--- config.mk ---
export PLATFORM = sky130hd
export DESIGN_NAME = ppu_top
export DESIGN_NICKNAME = d
export VERILOG_FILES = /design/src/logic/ppu_pkg.sv /design/src/logic/ppu_ifs.sv /design/src/logic/ppu_top.sv /design/src/logic/color_proc.sv /design/src/logic/ppu_ctrl.sv /design/src/logic/n64_vinfo.sv /design/src/logic/n64_vdemux.sv
export VERILOG_INCLUDE_DIRS = /design/src /design/src/include
export SDC_FILE = /design/constraint.sdc
export NUM_CORES = 1
export LEC_CHECK = 0
export BUFFER_PORTS_ARGS = -buffer_cell sky130_fd_sc_hd__buf_2
export CELL_PAD_IN_SITES_DETAIL_PLACEMENT = 0
export CELL_PAD_IN_SITES_GLOBAL_PLACEMENT = 1
export CORE_MARGIN = 5
export CORE_UTILIZATION = 39
export DETAILED_ROUTE_END_ITERATION = 16
export PLACE_DENSITY_LB_ADDON = 0.12
export SYNTH_ARGS = -nofsm -noshare
export SYNTH_HDL_FRONTEND = slang
export SYNTH_SLANG_ARGS = --single-unit
--- constraint.sdc ---
create_clock -name N64_CLK_i -period 4.7 [get_ports N64_CLK_i]
set_input_delay 0.47 -clock N64_CLK_i [delete_from_list [all_inputs] [get_ports N64_CLK_i]]
set_output_delay 0.47 -clock N64_CLK_i [all_outputs]
set_load 0.05 [all_outputs]
--- src/include/ppu_consts.svh ---
/*
  N64 post-processing constants
*/

`ifndef PPU_CONSTS_SVH
`define PPU_CONSTS_SVH

// ==============================
// bus and colour widths
// ==============================

// N64 video bus word
`define VD_W 7

// colour after expansion
`define CO_W 8

// ==============================
// video info
// ==============================

`define LCNT_W 10

// more hsync falls per field than this means PAL
`define PAL_LINE_MIN 290

// ==============================
// gamma curve codes
// ==============================

`define GAMMA_W 2
`define GAMMA_LIN 2'd0
`define GAMMA_DARK 2'd1
`define GAMMA_BRIGHT 2'd2

`endif
--- src/logic/ppu_pkg.sv ---
/*
  N64 post-processing types
*/

`default_nettype none

`include "ppu_consts.svh"

package ppu_pkg;

  // one bus word, either the sync nibble or a colour
  typedef union packed {
    struct packed {
      logic [2:0] unused;
      logic       vsync_n;
      logic       clamp_n;
      logic       hsync_n;
      logic       csync_n;
    } sync;
    logic [`VD_W-1:0] color;
  } vd_word_u;

endpackage

`default_nettype wire

--- src/logic/ppu_ifs.sv ---
/*
  Pixel stream and video info interfaces
*/

`default_nettype none

`include "ppu_consts.svh"

// one demuxed pixel, valid is a single-cycle strobe
interface n64_pix_if;
  logic              valid;
  ppu_pkg::vd_word_u sync;
  logic [`VD_W-1:0]  r;
  logic [`VD_W-1:0]  g;
  logic [`VD_W-1:0]  b;

  modport src (
    output valid,
    output sync,
    output r,
    output g,
    output b
  );

  modport dst (
    input valid,
    input sync,
    input r,
    input g,
    input b
  );
endinterface

// field timing and detected video mode
interface vinfo_if;
  logic field_start;
  logic palmode;
  logic n64_480i;
  logic detected;

  modport src (
    output field_start,
    output palmode,
    output n64_480i,
    output detected
  );

  modport dst (
    input field_start,
    input palmode,
    input n64_480i,
    input detected
  );
endinterface

`default_nettype wire

--- src/logic/ppu_top.sv ---
/*
  N64 post-processing top level
*/

`default_nettype none

`include "ppu_consts.svh"

module ppu_top import ppu_pkg::*; (
  input  wire logic                N64_CLK_i,
  input  wire logic                rst_n_i,
  input  wire logic                n_vdsync_i,
  input  wire logic [`VD_W-1:0]    vd_i,
  input  wire logic [`GAMMA_W-1:0] cfg_gamma_i,
  input  wire logic                cfg_16bit_i,
  input  wire logic                cfg_force50_i,
  input  wire logic                cfg_force60_i,
  output wire logic                pix_valid_o,
  output wire logic                vsync_n_o,
  output wire logic                hsync_n_o,
  output wire logic                csync_n_o,
  output wire logic [`CO_W-1:0]    r_o,
  output wire logic [`CO_W-1:0]    g_o,
  output wire logic [`CO_W-1:0]    b_o,
  output wire logic                vdata_detected_o,
  output wire logic                palmode_o,
  output wire logic                n64_480i_o,
  output wire logic                mode_50hz_o
);

  vd_word_u            vd_w;
  logic [`GAMMA_W-1:0] gamma_sel_w;
  logic                mode16_w;

  n64_pix_if pix_if ();
  vinfo_if   vinfo_if_inst ();

  assign vd_w = vd_i;

  // ==============================
  // input side
  // ==============================

  n64_vdemux vdemux_inst (
    .N64_CLK_i (N64_CLK_i),
    .rst_n_i   (rst_n_i),
    .n_vdsync_i(n_vdsync_i),
    .vd_i      (vd_w),
    .pix       (pix_if.src)
  );

  n64_vinfo vinfo_inst (
    .N64_CLK_i(N64_CLK_i),
    .rst_n_i  (rst_n_i),
    .pix      (pix_if.dst),
    .vinfo    (vinfo_if_inst.src)
  );

  ppu_ctrl ctrl_inst (
    .N64_CLK_i       (N64_CLK_i),
    .rst_n_i         (rst_n_i),
    .cfg_gamma_i     (cfg_gamma_i),
    .cfg_16bit_i     (cfg_16bit_i),
    .cfg_force50_i   (cfg_force50_i),
    .cfg_force60_i   (cfg_force60_i),
    .vinfo           (vinfo_if_inst.dst),
    .gamma_sel_o     (gamma_sel_w),
    .mode16_o        (mode16_w),
    .mode_50hz_o     (mode_50hz_o),
    .vdata_detected_o(vdata_detected_o),
    .palmode_o       (palmode_o),
    .n64_480i_o      (n64_480i_o)
  );

  // colour pipeline
  color_proc color_inst (
    .N64_CLK_i  (N64_CLK_i),
    .rst_n_i    (rst_n_i),
    .pix        (pix_if.dst),
    .gamma_sel_i(gamma_sel_w),
    .mode16_i   (mode16_w),
    .pix_valid_o(pix_valid_o),
    .vsync_n_o  (vsync_n_o),
    .hsync_n_o  (hsync_n_o),
    .csync_n_o  (csync_n_o),
    .r_o        (r_o),
    .g_o        (g_o),
    .b_o        (b_o)
  );

endmodule

`default_nettype wire

--- src/logic/color_proc.sv ---
/*
  Colour depth, expansion and gamma
*/

`default_nettype none

`include "ppu_consts.svh"

module color_proc import ppu_pkg::*; (
  input  wire logic                N64_CLK_i,
  input  wire logic                rst_n_i,
  n64_pix_if.dst                   pix,
  input  wire logic [`GAMMA_W-1:0] gamma_sel_i,
  input  wire logic                mode16_i,
  output logic                     pix_valid_o,
  output logic                     vsync_n_o,
  output logic                     hsync_n_o,
  output logic                     csync_n_o,
  output logic [`CO_W-1:0]         r_o,
  output logic [`CO_W-1:0]         g_o,
  output logic [`CO_W-1:0]         b_o
);

  function automatic logic [`CO_W-1:0] expand(input logic [`VD_W-1:0] c, input logic m16);
    logic [`VD_W-1:0] cm;
    // 16-bit mode drops the two lsbs
    cm = m16 ? {c[`VD_W-1:2], 2'b00} : c;
    return {cm, cm[`VD_W-1]};
  endfunction

  function automatic logic [`CO_W-1:0] gamma(input logic [`GAMMA_W-1:0] sel,
                                             input logic [`CO_W-1:0] x);
    logic [2*`CO_W-1:0] sq;
    logic [`CO_W-1:0]   inv;
    sq  = '0;
    inv = ~x;
    case (sel)
      `GAMMA_DARK: begin
        sq = x * x;
        return sq[2*`CO_W-1:`CO_W];
      end
      `GAMMA_BRIGHT: begin
        // mirrored square of 255 - x
        sq = inv * inv;
        return ~sq[2*`CO_W-1:`CO_W];
      end
      default: return x;
    endcase
  endfunction

  // ==============================
  // stage one
  // ==============================

  logic                s1_valid;
  vd_word_u            s1_sync;
  logic [`CO_W-1:0]    s1_r;
  logic [`CO_W-1:0]    s1_g;
  logic [`CO_W-1:0]    s1_b;
  logic [`GAMMA_W-1:0] s1_gamma;

  always_ff @(posedge N64_CLK_i) begin
    if (!rst_n_i) begin
      s1_valid <= 1'b0;
    end else begin
      s1_valid <= pix.valid;
    end
  end

  // curve select rides with the pixel
  always_ff @(posedge N64_CLK_i) begin
    if (pix.valid) begin
      s1_sync  <= pix.sync;
      s1_r     <= expand(pix.r, mode16_i);
      s1_g     <= expand(pix.g, mode16_i);
      s1_b     <= expand(pix.b, mode16_i);
      s1_gamma <= gamma_sel_i;
    end
  end

  // ==============================
  // stage two
  // ==============================

  always_ff @(posedge N64_CLK_i) begin
    if (!rst_n_i) begin
      pix_valid_o <= 1'b0;
      vsync_n_o   <= 1'b1;
      hsync_n_o   <= 1'b1;
      csync_n_o   <= 1'b1;
      r_o         <= '0;
      g_o         <= '0;
      b_o         <= '0;
    end else begin
      pix_valid_o <= s1_valid;
      if (s1_valid) begin
        vsync_n_o <= s1_sync.sync.vsync_n;
        hsync_n_o <= s1_sync.sync.hsync_n;
        csync_n_o <= s1_sync.sync.csync_n;
        r_o       <= gamma(s1_gamma, s1_r);
        g_o       <= gamma(s1_gamma, s1_g);
        b_o       <= gamma(s1_gamma, s1_b);
      end
    end
  end

endmodule

`default_nettype wire

--- src/logic/ppu_ctrl.sv ---
/*
  Config latch and refresh rate control
*/

`default_nettype none

`include "ppu_consts.svh"

module ppu_ctrl (
  input  wire logic               N64_CLK_i,
  input  wire logic               rst_n_i,
  input  wire logic [`GAMMA_W-1:0] cfg_gamma_i,
  input  wire logic               cfg_16bit_i,
  input  wire logic               cfg_force50_i,
  input  wire logic               cfg_force60_i,
  vinfo_if.dst                    vinfo,
  output logic [`GAMMA_W-1:0]     gamma_sel_o,
  output logic                    mode16_o,
  output logic                    mode_50hz_o,
  output logic                    vdata_detected_o,
  output logic                    palmode_o,
  output logic                    n64_480i_o
);

  logic load_pend;
  logic cfg_load;
  logic cfg_force50_q;
  logic cfg_force60_q;

  // first cycle out of reset, then once per field
  assign cfg_load = load_pend | vinfo.field_start;

  always_ff @(posedge N64_CLK_i) begin
    if (!rst_n_i) begin
      load_pend        <= 1'b1;
      gamma_sel_o      <= `GAMMA_LIN;
      mode16_o         <= 1'b0;
      cfg_force50_q    <= 1'b0;
      cfg_force60_q    <= 1'b0;
      vdata_detected_o <= 1'b0;
      palmode_o        <= 1'b0;
      n64_480i_o       <= 1'b0;
    end else begin
      load_pend <= 1'b0;
      if (cfg_load) begin
        gamma_sel_o   <= cfg_gamma_i;
        mode16_o      <= cfg_16bit_i;
        cfg_force50_q <= cfg_force50_i;
        cfg_force60_q <= cfg_force60_i;
      end
      vdata_detected_o <= vinfo.detected;
      palmode_o        <= vinfo.palmode;
      n64_480i_o       <= vinfo.n64_480i;
    end
  end

  // ==============================
  // refresh rate
  // ==============================

  // force60 wins over force50, auto follows palmode
  assign mode_50hz_o = vdata_detected_o & ~cfg_force60_q & (cfg_force50_q | palmode_o);

endmodule

`default_nettype wire

--- src/logic/n64_vinfo.sv ---
/*
  Field line counter and mode detection
*/

`default_nettype none

`include "ppu_consts.svh"

module n64_vinfo import ppu_pkg::*; (
  input  wire logic N64_CLK_i,
  input  wire logic rst_n_i,
  n64_pix_if.dst    pix,
  vinfo_if.src      vinfo
);

  vd_word_u prev_sync;
  logic     vs_fall;
  logic     hs_fall;

  logic [`LCNT_W-1:0] line_cnt;
  logic [`LCNT_W-1:0] last_cnt;

  // 0 nothing seen, 1 first field open, 2 one field done, 3 two or more
  logic [1:0] field_cnt;

  logic field_start_q;
  logic palmode_q;
  logic n64_480i_q;
  logic detected_q;

  // edges against the previous sync word
  assign vs_fall = pix.valid & prev_sync.sync.vsync_n & ~pix.sync.sync.vsync_n;
  assign hs_fall = pix.valid & prev_sync.sync.hsync_n & ~pix.sync.sync.hsync_n;

  always_ff @(posedge N64_CLK_i) begin
    if (!rst_n_i) begin
      prev_sync     <= '1;
      line_cnt      <= '0;
      field_cnt     <= 2'd0;
      field_start_q <= 1'b0;
      palmode_q     <= 1'b0;
      n64_480i_q    <= 1'b0;
      detected_q    <= 1'b0;
    end else begin
      field_start_q <= vs_fall;
      if (pix.valid) begin
        prev_sync <= pix.sync;
      end
      if (vs_fall) begin
        // close the field, the new line already counts if hsync fell too
        line_cnt <= `LCNT_W'(hs_fall);
        if (field_cnt != 2'd3) begin
          field_cnt <= field_cnt + 2'd1;
        end
        if (field_cnt != 2'd0) begin
          detected_q <= 1'b1;
          palmode_q  <= line_cnt > `LCNT_W'(`PAL_LINE_MIN);
        end
        if (field_cnt >= 2'd2) begin
          n64_480i_q <= line_cnt != last_cnt;
        end
      end else if (hs_fall) begin
        line_cnt <= line_cnt + `LCNT_W'(1);
      end
    end
  end

  // count of the previous field
  always_ff @(posedge N64_CLK_i) begin
    if (vs_fall) begin
      last_cnt <= line_cnt;
    end
  end

  assign vinfo.field_start = field_start_q;
  assign vinfo.palmode     = palmode_q;
  assign vinfo.n64_480i    = n64_480i_q;
  assign vinfo.detected    = detected_q;

endmodule

`default_nettype wire

--- src/logic/n64_vdemux.sv ---
/*
  N64 video bus demux
*/

`default_nettype none

`include "ppu_consts.svh"

module n64_vdemux import ppu_pkg::*; (
  input  wire logic N64_CLK_i,
  input  wire logic rst_n_i,
  input  wire logic n_vdsync_i,
  input  vd_word_u  vd_i,
  n64_pix_if.src    pix
);

  // word phase, 1..3 after the sync word, 0 when idle
  logic [1:0] phase;
  logic       blue_seen;
  logic       valid_q;

  // words collected so far
  vd_word_u         sync_c;
  logic [`VD_W-1:0] r_c;
  logic [`VD_W-1:0] g_c;

  // complete pixel, held until the next blue word
  vd_word_u         sync_q;
  logic [`VD_W-1:0] r_q;
  logic [`VD_W-1:0] g_q;
  logic [`VD_W-1:0] b_q;

  always_ff @(posedge N64_CLK_i) begin
    if (!rst_n_i) begin
      phase     <= 2'd0;
      blue_seen <= 1'b0;
      valid_q   <= 1'b0;
    end else begin
      valid_q   <= blue_seen;
      blue_seen <= 1'b0;
      if (!n_vdsync_i) begin
        phase <= 2'd1;
      end else if (phase != 2'd0) begin
        // wraps back to idle after blue
        phase <= phase + 2'd1;
      end
      if (n_vdsync_i && phase == 2'd3) begin
        blue_seen <= 1'b1;
      end
    end
  end

  always_ff @(posedge N64_CLK_i) begin
    if (!n_vdsync_i) begin
      sync_c <= vd_i;
    end else begin
      case (phase)
        2'd1: r_c <= vd_i.color;
        2'd2: g_c <= vd_i.color;
        2'd3: begin
          sync_q <= sync_c;
          r_q    <= r_c;
          g_q    <= g_c;
          b_q    <= vd_i.color;
        end
        default: ;
      endcase
    end
  end

  assign pix.valid = valid_q;
  assign pix.sync  = sync_q;
  assign pix.r     = r_q;
  assign pix.g     = g_q;
  assign pix.b     = b_q;

endmodule

`default_nettype wire

==> reports/qor.csv, run 1 <==
metric,value,unit
antenna_found_initial,0,
reg2reg_depth,16,
crit_path_start_kind,register,
fin_crit,4.761,ns
r2r_end,color_inst.g_o[6],
power,0.002765,W
path_max_fanout,7,
tns,-0.06494,ns
nets,1989,
fin_skew,0.01121,ns
finalWorstSetupSlack,-0.06092,ns
grt_pass1_vias,10520,
ios,47,
crit_start,color_inst.s1_g[5],
p_int,0.002094,W
drt_pass1_iterations,4,
holdCritPathClass,in2reg,
post_drt_wl_per_cell,15.72,µm
rsz0062_at_grt,yes,
synth_top_area_share,20.62,%
final_common_cell,inv_1,
syn-num-nets,1821,
synth_top_cell_by_area,fa_1,
whs_path_depth,1,
synth-edff-count,77,
pre_cts_ws,-0.1054,ns
ys_seq_area_share,25.13,%
power_frac_comb,5.7,%
via_per_inst,4.777,
wirelength,33430,µm
whs,0.2966,ns
gp_congestion,0.8082,
synth.distinct_cells,71,
r2r_setup_slack,-0.06,ns
drv_slew,0,
drt_iter0_drc,431,
grtUsageTotal,17.47,%
status,"complete, but fails checks",
holdPathEnd,vdemux_inst.pix.b[6],
die_area,39730,µm²
hp-start,vd_i[6],
num_rows,69,
relSlewSlack,26.01,%
die-height,199.3,µm
core-area,35480,µm²
tritoncts,yes,
ys_ff_latch,137,
end_kind,register,
clock_latency,0.42,ns
ant_nets,0,
switching_share,24.25,%
cts.reportedPaths.clkPinSlew,0.07,ns
grt_max_degree,33,
cts.sinks,137,
finalSetupViolations,2,
synth_area_per_cell,9.413,µm²
critPathArrivalTime,5.06,ns
vias,10160,
start_util,39.39,%
required,5.00,ns
grt_pass1_wl,55120,µm
ys_top_cells_by_area,"fa_1 (21%), edfxtp_1 (17%), ha_1 (16%), dfxtp_1 (8.6%), inv_1 (8.5%)",
cap_violations,0,
netlist_instances,1485,
layout_common_cells,"inv_1 (305), ha_1 (168), fa_1 (140), buf_4 (138), nor2_1 (86)",
synthToLayoutAreaGrowth,21.29,%
regToRegStartpoint,color_inst.s1_g[5],
synth.cell_area,13980,µm²
hold_viol,0,
ctsRootBufferMaster,clkbuf_16,
p_clk_share,47.9,%
tightest_slew,1.110,ns
drc_errors,0,
clock_path_buffers,2,
violations,negative setup slack,
yosys_warnings,0,
antenna_cells,0,
synthArstFlopShare,0,%
die_width,199.3,µm
power.density,163.1,nW/µm²
cellLeakagePower,8.248,nW
drive_gt1_share,21.91,%
dp_hpwl,27000,µm
switchingPower,0.0006706,W
peakVddDrop,0.0002307,V
portBuffers,46,
crit_type,reg2reg,
period_share,101.3,%
cts_made_buffers,17,
seq_power_share,46.3,%
cts-htree-levels,4,
globalRoute.totalOverflow,0,
synthFlopType,edfxtp_1,
fmax,210.0,MHz
## cell families (layout without fill, tap and decap cells)
logic type,after synthesis,after routing,synth area share (%)
AOI/OAI and AO/OA,197,197,9.443
xor gates and xnor gates,79,79,4.950
muxes,11,11,0.7967
and+or+nand+nor,368,368,13.08
adders and majority gates,321,321,36.47
DFF,137,137,25.13
buffers and inverters,372,553,10.13
## critical path, stage by stage, from the launching register on
cell,delay (ns)
edfxtp_1,0.49
or2_4,0.31
fa_1,0.53
inv_2,0.05
fa_1,0.52
inv_1,0.05
fa_1,0.44
fa_1,0.50
inv_2,0.05
ha_4,0.23
a21oi_4,0.13
a21boi_2,0.08
or4_4,0.46
a31o_4,0.25
a21oi_2,0.14
xor2_1,0.09
a221o_1,0.32
## how the worst max path moves through the flow
| stage | cells past startpoint | slack, ns | end |
|---|---|---|---|
| floorplan | 17 | -0.02 | color_inst.g_o[6] |
| global placement | 16 | -0.06 | color_inst.g_o[6] |
| detailed placement | 16 | -0.11 | color_inst.g_o[6] |
| CTS | 16 | -0.03 | color_inst.g_o[6] |
| global route | 17 | -0.21 | color_inst.g_o[4] |
| finish | 16 | -0.06 | color_inst.g_o[6] |
## power groups by stage
stage / logic, W / clock network (W) / registers (W)
2_1_floorplan: 0.0000933 / 0 / 0.00131
3_3_place_gp: 0.000142 / 0 / 0.00131
3_5_place_dp: 0.000143 / 0 / 0.00131
4_1_cts: 0.000146 / 0.00136 / 0.00128
5_1_grt: 0.000181 / 0.00142 / 0.00128
6_report: 0.000159 / 0.00133 / 0.00128
## sequential cells by signal (all words and copies together) (netlist names), 2 cells and up
register	cells
color_inst.b_o	8
color_inst.g_o	8
color_inst.r_o	8
color_inst.s1_b	7
color_inst.s1_g	7
color_inst.s1_gamma	2
color_inst.s1_r	7
color_inst.s1_sync	3
ctrl_inst.gamma_sel_o	2
vdemux_inst.g_c	7
vdemux_inst.phase	2
vdemux_inst.pix.b	7
vdemux_inst.pix.g	7
vdemux_inst.pix.r	7
vdemux_inst.pix.sync	3
vdemux_inst.r_c	7
vdemux_inst.sync_c	3
vinfo_inst.field_cnt	2
vinfo_inst.last_cnt	10
vinfo_inst.line_cnt	10
vinfo_inst.prev_sync	2
## layer usage
metal	track usage [%]	part of all wire, %	vias to the layer above
met5	0	0	-
met2	29.46	48	107
met4	2.584	1.1	0
li1	-	-	5125
met3	2.108	2.4	24
met1	24.81	49	4904
## repair_timing
item,in CTS,in global routing
setup endpoints to repair,9,23
gates resized for setup,14,111
pin swaps,3,61
hold buffers,0,0
gates cloned,0,1
setup buffers,8,24
## Yosys cell counts (4+ instances only)
master and instances:
inv_1 318, ha_1 177, fa_1 144, nor2_1 99, nand2_1 85, edfxtp_1 77
a21oi_1 61, dfxtp_1 60, xnor2_1 51, clkbuf_1 45, and2_1 43, o21ai_0 28
xor2_1 28, nor3_1 27, or2_2 25, and3_1 22, nor2b_1 17, nand3_1 14
o21a_1 11, mux2i_1 10, a221oi_1 9, or3_1 9, nand4_1 8, a21o_1 7
a31oi_1 7, nand2b_1 7, o31ai_1 7, o211ai_1 6, a311o_1 4, o21ai_1 4
o21bai_1 4, o22ai_1 4
## stage by stage
stage          utilization [%]  instance area, µm²  std cells
2_1_floorplan                -               14080       1485
3_3_place_gp             43.92               15580       2062
3_5_place_dp             43.92               15580       2062
4_1_cts                  45.86               16270       2102
5_1_grt                  47.78               16960       2127
6_report                 47.78               16960       2127
## layout make-up
type / instances / area, µm²
inverters: 319 / 1201
clock buffers: 18 / 429.2
clock inverters: 14 / 155.1
well taps: 461 / 576.8
fillers: 3432 / 18530
repair buffers: 202 / 1518
multi-input cells: 976 / 9562
flip-flops and latches: 137 / 3513
No activity file was read; power rests on OpenSTA's default activity.
==> inputs of run 2 (changes only) <==
--- a/config.mk
+++ b/config.mk
@@ -12,7 +12,7 @@
 export CORE_MARGIN = 5
 export CORE_UTILIZATION = 39
 export DETAILED_ROUTE_END_ITERATION = 16
-export PLACE_DENSITY_LB_ADDON = 0.12
+export PLACE_DENSITY = 0.7
 export SYNTH_ARGS = -nofsm -noshare
 export SYNTH_HDL_FRONTEND = slang
 export SYNTH_SLANG_ARGS = --single-unit
==> run 2 against run 1 <==
The flow still finishes with violations (negative setup slack); via count up 2.9%; worst setup slack worse by 0.0071 ns; register-to-register slack about the same; fmax down 0.15%; utilization up 0.63 points; final area up 1.3%; flip-flop and latch count unchanged; clock power about the same; cell count up 0.28%; critical path depth unchanged; first-iteration DRC count down 1.9%; critical path type unchanged; critical endpoint unchanged.
==> reports/qor.csv, run 2 (synthesis results as in run 1) <==
metric,value,unit,change
grt_pass1_wl,55340,µm,was 55120 µm
drive_gt1_share,23.50,%,was 21.91%
die_width,199.3,µm,unchanged
dp_hpwl,27020,µm,was 27000 µm
pre_cts_ws,-0.2416,ns,was -0.1054 ns
cts_made_buffers,17,,unchanged
cellLeakagePower,8.328,nW,was 8.248 nW
critPathArrivalTime,5.07,ns,was 5.06 ns
worst-path-stages,16,,unchanged
hold_viol,0,,unchanged
top_layer_used,met4,,unchanged
nets,1995,,was 1989
finalWorstSetupSlack,-0.06803,ns,was -0.06092 ns
met2RoutedLength,16750,µm,was 15990 µm
status,"complete, but fails checks",,unchanged
antenna_cells,0,,unchanged
grt_max_degree,32,,was 33
path_max_fanout,8,,was 7
ios,47,,unchanged
cp_common_cell,fa_1,,unchanged
gp_congestion,0.8329,,was 0.8082
seq_area,3513,µm²,unchanged
globalRoute.totalOverflow,0,,unchanged
fin_skew,0.01812,ns,was 0.01121 ns
start_util,39.39,%,unchanged
design_area,17180,µm²,was 16960 µm²
final_common_cell,inv_1,,unchanged
tightest_slew,1.098,ns,was 1.110 ns
drc_errors,0,,unchanged
finalSetupViolations,4,,was 2
portBuffers,46,,unchanged
holdCritPathClass,in2reg,,unchanged
grt_pass1_vias,10700,,was 10520
crit_type,reg2reg,,unchanged
antenna_found_initial,1,,was 0
violations,negative setup slack,,unchanged
clock_latency,0.42,ns,about the same
cp_top_family,adder cells,,unchanged
fin_crit,4.768,ns,was 4.761 ns
period_share,101.4,%,was 101.3%
wirelength,34350,µm,was 33430 µm
tritoncts,yes,,unchanged
ant_nets,0,,unchanged
die_area,39730,µm²,unchanged
crit_buf_inv,3,,unchanged
post_drt_wl_per_cell,16.10,µm,was 15.72 µm
fmax,209.7,MHz,was 210.0 MHz
cp_slowest_stage_delay,0.53,ns,about the same
end_kind,register,,unchanged
cap_violations,0,,unchanged
ctsRootBufferMaster,clkbuf_16,,unchanged
core-area,35480,µm²,unchanged
post_dp_cell_area,15710,µm²,was 15580 µm²
dp_cells,2076,,was 2062
largest_registers,"vinfo_inst.last_cnt (10), vinfo_inst.line_cnt (10)",,unchanged
cts-htree-levels,4,,unchanged
cts.sinks,137,,unchanged
multi_input_comb_area,9713,µm²,was 9562 µm²
crit_path_start_kind,register,,unchanged
drv_slew,0,,unchanged
rsz0062_at_grt,yes,,unchanged
via_per_inst,4.900,,was 4.777
final_cells,2133,,was 2127
required,5.00,ns,about the same
wl_met1,16260,µm,was 16250 µm
whs_path_depth,1,,unchanged
relSlewSlack,26.79,%,was 26.01%
power.density,162.3,nW/µm²,was 163.1 nW/µm²
num_rows,69,,unchanged
synthToLayoutAreaGrowth,22.89,%,was 21.29%
reg2reg_depth,16,,unchanged
clock_path_buffers,2,,unchanged
drt_pass1_iterations,5,,was 4
die-height,199.3,µm,unchanged
cts.reportedPaths.clkPinSlew,0.07,ns,about the same
met3_length,901,µm,was 816 µm
layout_common_cells,"inv_1 (302), ha_1 (162), buf_4 (143), fa_1 (141), nor2_1 (91)",,"was inv_1 (305), ha_1 (168), fa_1 (140), buf_4 (138), nor2_1 (86)"
vias,10450,,was 10160
grtUsageTotal,17.48,%,was 17.47%
cpMaxStageDelayCell,edfxtp_1,,was fa_1
peakVddDrop,0.0002290,V,was 0.0002307 V
cp_cell_sequence,"or2_4, fa_1, inv_2, fa_1, inv_1, fa_1, fa_1, inv_2, ha_4, a21oi_4, a21boi_2, or4_4, a31o_4, a21oi_2, xor2_1, a221o_1",,unchanged
drt_iter0_drc,423,,was 431
nFillCells,3383,,was 3432
## run 2: final timing paths
kind	end	slack [ns]	start
hold reg to reg	vdemux_inst.pix.g[3]	0.41	vdemux_inst.g_c[3]
setup reg to reg	color_inst.g_o[6]	-0.07	color_inst.s1_g[3]
setup / recovery	color_inst.g_o[6]	-0.07	color_inst.s1_g[3]
hold / removal	vdemux_inst.pix.b[2]	0.30	vd_i[2]
## run 2: layout make-up
cell class                 instances  area share, %
tap                              461          3.358
clock inverter                    12         0.5681
sequential                       137          20.45
clock buffer                      20          2.914
timing repair buffer             208          9.170
inverter                         319          6.992
multi-input combinational        976          56.54
## run 2: per-stage QoR
step / util, % / power, W / hold WS [ns] / setup TNS, ns
after CTS: 46.38 / 0.002803 / 0.2764 / -0.05935
final: 48.41 / 0.002788 / 0.2993 / -0.1336
after floorplan: - / 0.001398 / 0.4003 / -0.02116
after global placement: 44.28 / 0.001448 / 0.4006 / -0.6738
after detailed placement: 44.28 / 0.001451 / 0.4045 / -1.009
after global routing: 48.41 / 0.002891 / 0.2915 / -1.780
## run 2: power breakdown
group          leakage (nW)  switching (W)  internal, W  total, W
Clock                 0.300       0.000559     0.000784   0.00134
Combinational          6.83      0.0000951    0.0000695  0.000165
Sequential             1.20     0.00000730      0.00127   0.00128
Total                  8.33       0.000662      0.00213   0.00279
## run 2: repair_timing
item                                    in CTS  in global routing
cloned                                       0                  1
resized for setup                           27                122
hold buffers                                 0                  0
endpoints found under the setup margin      14                 23
pin swaps                                    7                 70
buffers inserted                             7                 19
## run 2: worst reg2reg max path: stages (launching register included)
cell      delay, ns
edfxtp_1       0.53
or2_4          0.30
fa_1           0.53
inv_2          0.04
fa_1           0.52
inv_1          0.05
fa_1           0.45
fa_1           0.51
inv_2          0.05
ha_4           0.23
a21oi_4        0.14
a21boi_2       0.08
or4_4          0.46
a31o_4         0.25
a21oi_2        0.14
xor2_1         0.07
a221o_1        0.31
## run 2: layer usage
| layer | vias to the layer above | global-route usage (%) |
|---|---|---|
| met5 | - | 0 |
| met4 | 0 | 3.090 |
| met3 | 24 | 2.108 |
| met2 | 135 | 29.41 |
| met1 | 5141 | 24.65 |
| li1 | 5152 | - |
==> inputs of run 3 (changes only) <==
--- a/config.mk
+++ b/config.mk
@@ -13,6 +13,8 @@
 export CORE_UTILIZATION = 39
 export DETAILED_ROUTE_END_ITERATION = 16
 export PLACE_DENSITY = 0.7
+export SLEW_MARGIN = 0
 export SYNTH_ARGS = -nofsm -noshare
 export SYNTH_HDL_FRONTEND = slang
 export SYNTH_SLANG_ARGS = --single-unit
+export TNS_END_PERCENT = 5
==> run 3 against run 2 <==
The run still ends with negative setup slack left; final area shrank 3.9%; worst setup slack lost 0.00079 ns; first-iteration DRC count grew 12%; flip-flop and latch count is the same; utilization shrank 1.9 points; non-clock buffer count shrank 11; critical path depth is the same; register-to-register slack is essentially flat; clock-buffer cell count grew 3; critical path type unchanged; critical endpoint unchanged.
==> reports/qor.csv, run 3 (synthesis results as in run 1) <==
metric,value,unit,change
status,"complete, but fails checks",,unchanged
violations,negative setup slack,,unchanged
gp_congestion,0.8415,,was 0.8329
clock_latency,0.42,ns,about the same
synthToLayoutAreaGrowth,18.12,%,was 22.89%
layout_common_cells,"inv_1 (316), ha_1 (173), buf_4 (148), fa_1 (143), nor2_1 (97)",,"was inv_1 (302), ha_1 (162), buf_4 (143), fa_1 (141), nor2_1 (91)"
drv_slew,0,,unchanged
fin_util,46.53,%,was 48.41%
period_share,101.5,%,was 101.4%
hold_viol,0,,unchanged
core-area,35480,µm²,unchanged
dp_hpwl,26670,µm,was 27020 µm
via_per_inst,4.869,,was 4.900
drive_gt1_share,17.88,%,was 23.50%
vias,10330,,was 10450
ios,47,,unchanged
r2r_setup_slack,-0.07,ns,about the same
drc_errors,0,,unchanged
tritoncts,yes,,unchanged
fmax,209.7,MHz,about the same
nets,1984,,was 1995
die_width,199.3,µm,unchanged
fin_crit,4.769,ns,was 4.768 ns
cts.reportedPaths.clkPinSlew,0.06,ns,was 0.07 ns
reg2reg_depth,16,,unchanged
holdCritPathClass,in2reg,,unchanged
post_drt_wl_per_cell,15.54,µm,was 16.10 µm
hold_buffers,0,,unchanged
dp_cells,2084,,was 2076
critPathArrivalTime,5.07,ns,about the same
ctsRootBufferMaster,clkbuf_16,,unchanged
path_max_fanout,7,,was 8
ant_nets,0,,unchanged
tightest_slew,1.113,ns,was 1.098 ns
die-height,199.3,µm,unchanged
cts-htree-levels,4,,unchanged
num_rows,69,,unchanged
peakVddDrop,0.0002707,V,was 0.0002290 V
grt_pass1_vias,10610,,was 10700
regToRegStartpoint,color_inst.s1_g[3],,unchanged
final_common_cell,inv_1,,unchanged
end_kind,register,,unchanged
die_area,39730,µm²,unchanged
antenna_found_initial,0,,was 1
finalWorstSetupSlack,-0.06882,ns,was -0.06803 ns
wirelength,32980,µm,was 34350 µm
r2r_end,color_inst.g_o[6],,unchanged
required,5.00,ns,about the same
final_cells,2122,,was 2133
largest_registers,"vinfo_inst.last_cnt (10), vinfo_inst.line_cnt (10)",,unchanged
globalRoute.totalOverflow,0,,unchanged
antenna_cells,0,,unchanged
grtUsageTotal,17.08,%,was 17.48%
drt_iter0_drc,472,,was 423
crit_path_start_kind,register,,unchanged
start_util,39.39,%,unchanged
cap_violations,0,,unchanged
clock_path_buffers,2,,unchanged
power.density,162.4,nW/µm²,was 162.3 nW/µm²
crit_type,reg2reg,,unchanged
finalSetupViolations,5,,was 4
grt_max_degree,31,,was 32
cts.sinks,137,,unchanged
cellLeakagePower,8.133,nW,was 8.328 nW
worstSetupEndpoint,color_inst.g_o[6],,unchanged
grt_pass1_wl,54290,µm,was 55340 µm
fin_skew,0.009924,ns,was 0.01812 ns
rsz0062_at_grt,yes,,unchanged
relSlewSlack,25.81,%,was 26.79%
drt_pass1_iterations,5,,unchanged
crit_start,color_inst.s1_g[3],,unchanged
portBuffers,46,,unchanged
cts_made_buffers,17,,unchanged
[run 3: cell count changes in the layout (fill, tap and decap cells not counted), moves of 6 or more]
cell,previous run,this run
and2_4,9,0
nor2_1,91,97
or2_2,14,22
a21oi_1,48,56
inv_2,15,2
or2_4,11,3
buf_6,13,2
nand2_1,78,85
ha_4,15,4
inv_1,302,316
a21oi_2,12,5
ha_1,162,173
nand2_2,6,0
and2_1,34,43
[run 3: worst min-delay path by stage]
stage | slack [ns] | to | startpoint | cells after the start
global placement | 0.40 | vdemux_inst.pix.r[0] | vdemux_inst.r_c[0] | 0
CTS | 0.27 | vdemux_inst.pix.b[6] | vd_i[6] | 1
detailed placement | 0.41 | vdemux_inst.pix.r[0] | vdemux_inst.r_c[0] | 0
floorplan | 0.40 | color_inst.s1_b[0] | vdemux_inst.pix.b[6] | 0
finish | 0.29 | vdemux_inst.pix.b[5] | vd_i[5] | 1
global route | 0.28 | vdemux_inst.pix.b[5] | vd_i[5] | 1
[run 3: power breakdown]
group,switching (W),total [W],internal (W)
Clock,0.000527,0.00125,0.000724
Sequential,0.00000726,0.00128,0.00127
Combinational,0.0000876,0.000150,0.0000619
Total,0.000622,0.00268,0.00206
[run 3: cell type report]
class,instances,area [µm²]
fillers,3379,18970
multi-input cells,976,9296
flip-flops and latches,137,3513
repair buffers,197,1384
inverters,319,1197
well taps,461,576.8
clock buffers,23,479.2
clock inverters,9,63.81
[run 3: worst max-delay path: stages, from the launching register on]
cell and delay, ns:
edfxtp_1 0.52, or2_4 0.29, fa_1 0.51, inv_1 0.06
fa_1 0.53, inv_1 0.05, fa_1 0.45, fa_1 0.49
inv_1 0.06, ha_4 0.24, nand3_1 0.09, a211oi_2 0.05
or4_4 0.53, a31o_4 0.25, a21oi_2 0.14, xor2_1 0.08
a221o_1 0.31
[run 3: layer usage]
layer | vias to the layer above | GRT usage, % | wire (µm)
met5 | - | 0 | 0
met4 | 0 | 3.141 | 420
met3 | 24 | 1.939 | 1119
met2 | 154 | 28.30 | 15550
met1 | 5024 | 24.50 | 15890
li1 | 5131 | - | -
[run 3: timing repair]
action | 4_1_cts | 5_1_grt
resized for setup | 11 | 29
setup buffers | 5 | 1
cloned | 0 | 0
endpoints found under the setup margin | 11 | 24
hold endpoints to repair | 0 | 0
pin swaps | 4 | 10
[run 3: metrics by stage]
step	total power (W)	setup WS, ns	setup TNS (ns)	area (µm²)	hold slack (ns)
global placement	0.001448	-0.1325	-0.2429	15720	0.4018
detailed placement	0.001450	-0.1533	-0.6295	15720	0.4062
CTS	0.002695	-0.07984	-0.3205	16340	0.2749
global route	0.002783	-0.2453	-3.483	16510	0.2765
floorplan	0.001398	-0.02116	-0.03264	14070	0.4003
finish	0.002682	-0.06882	-0.2357	16510	0.2869
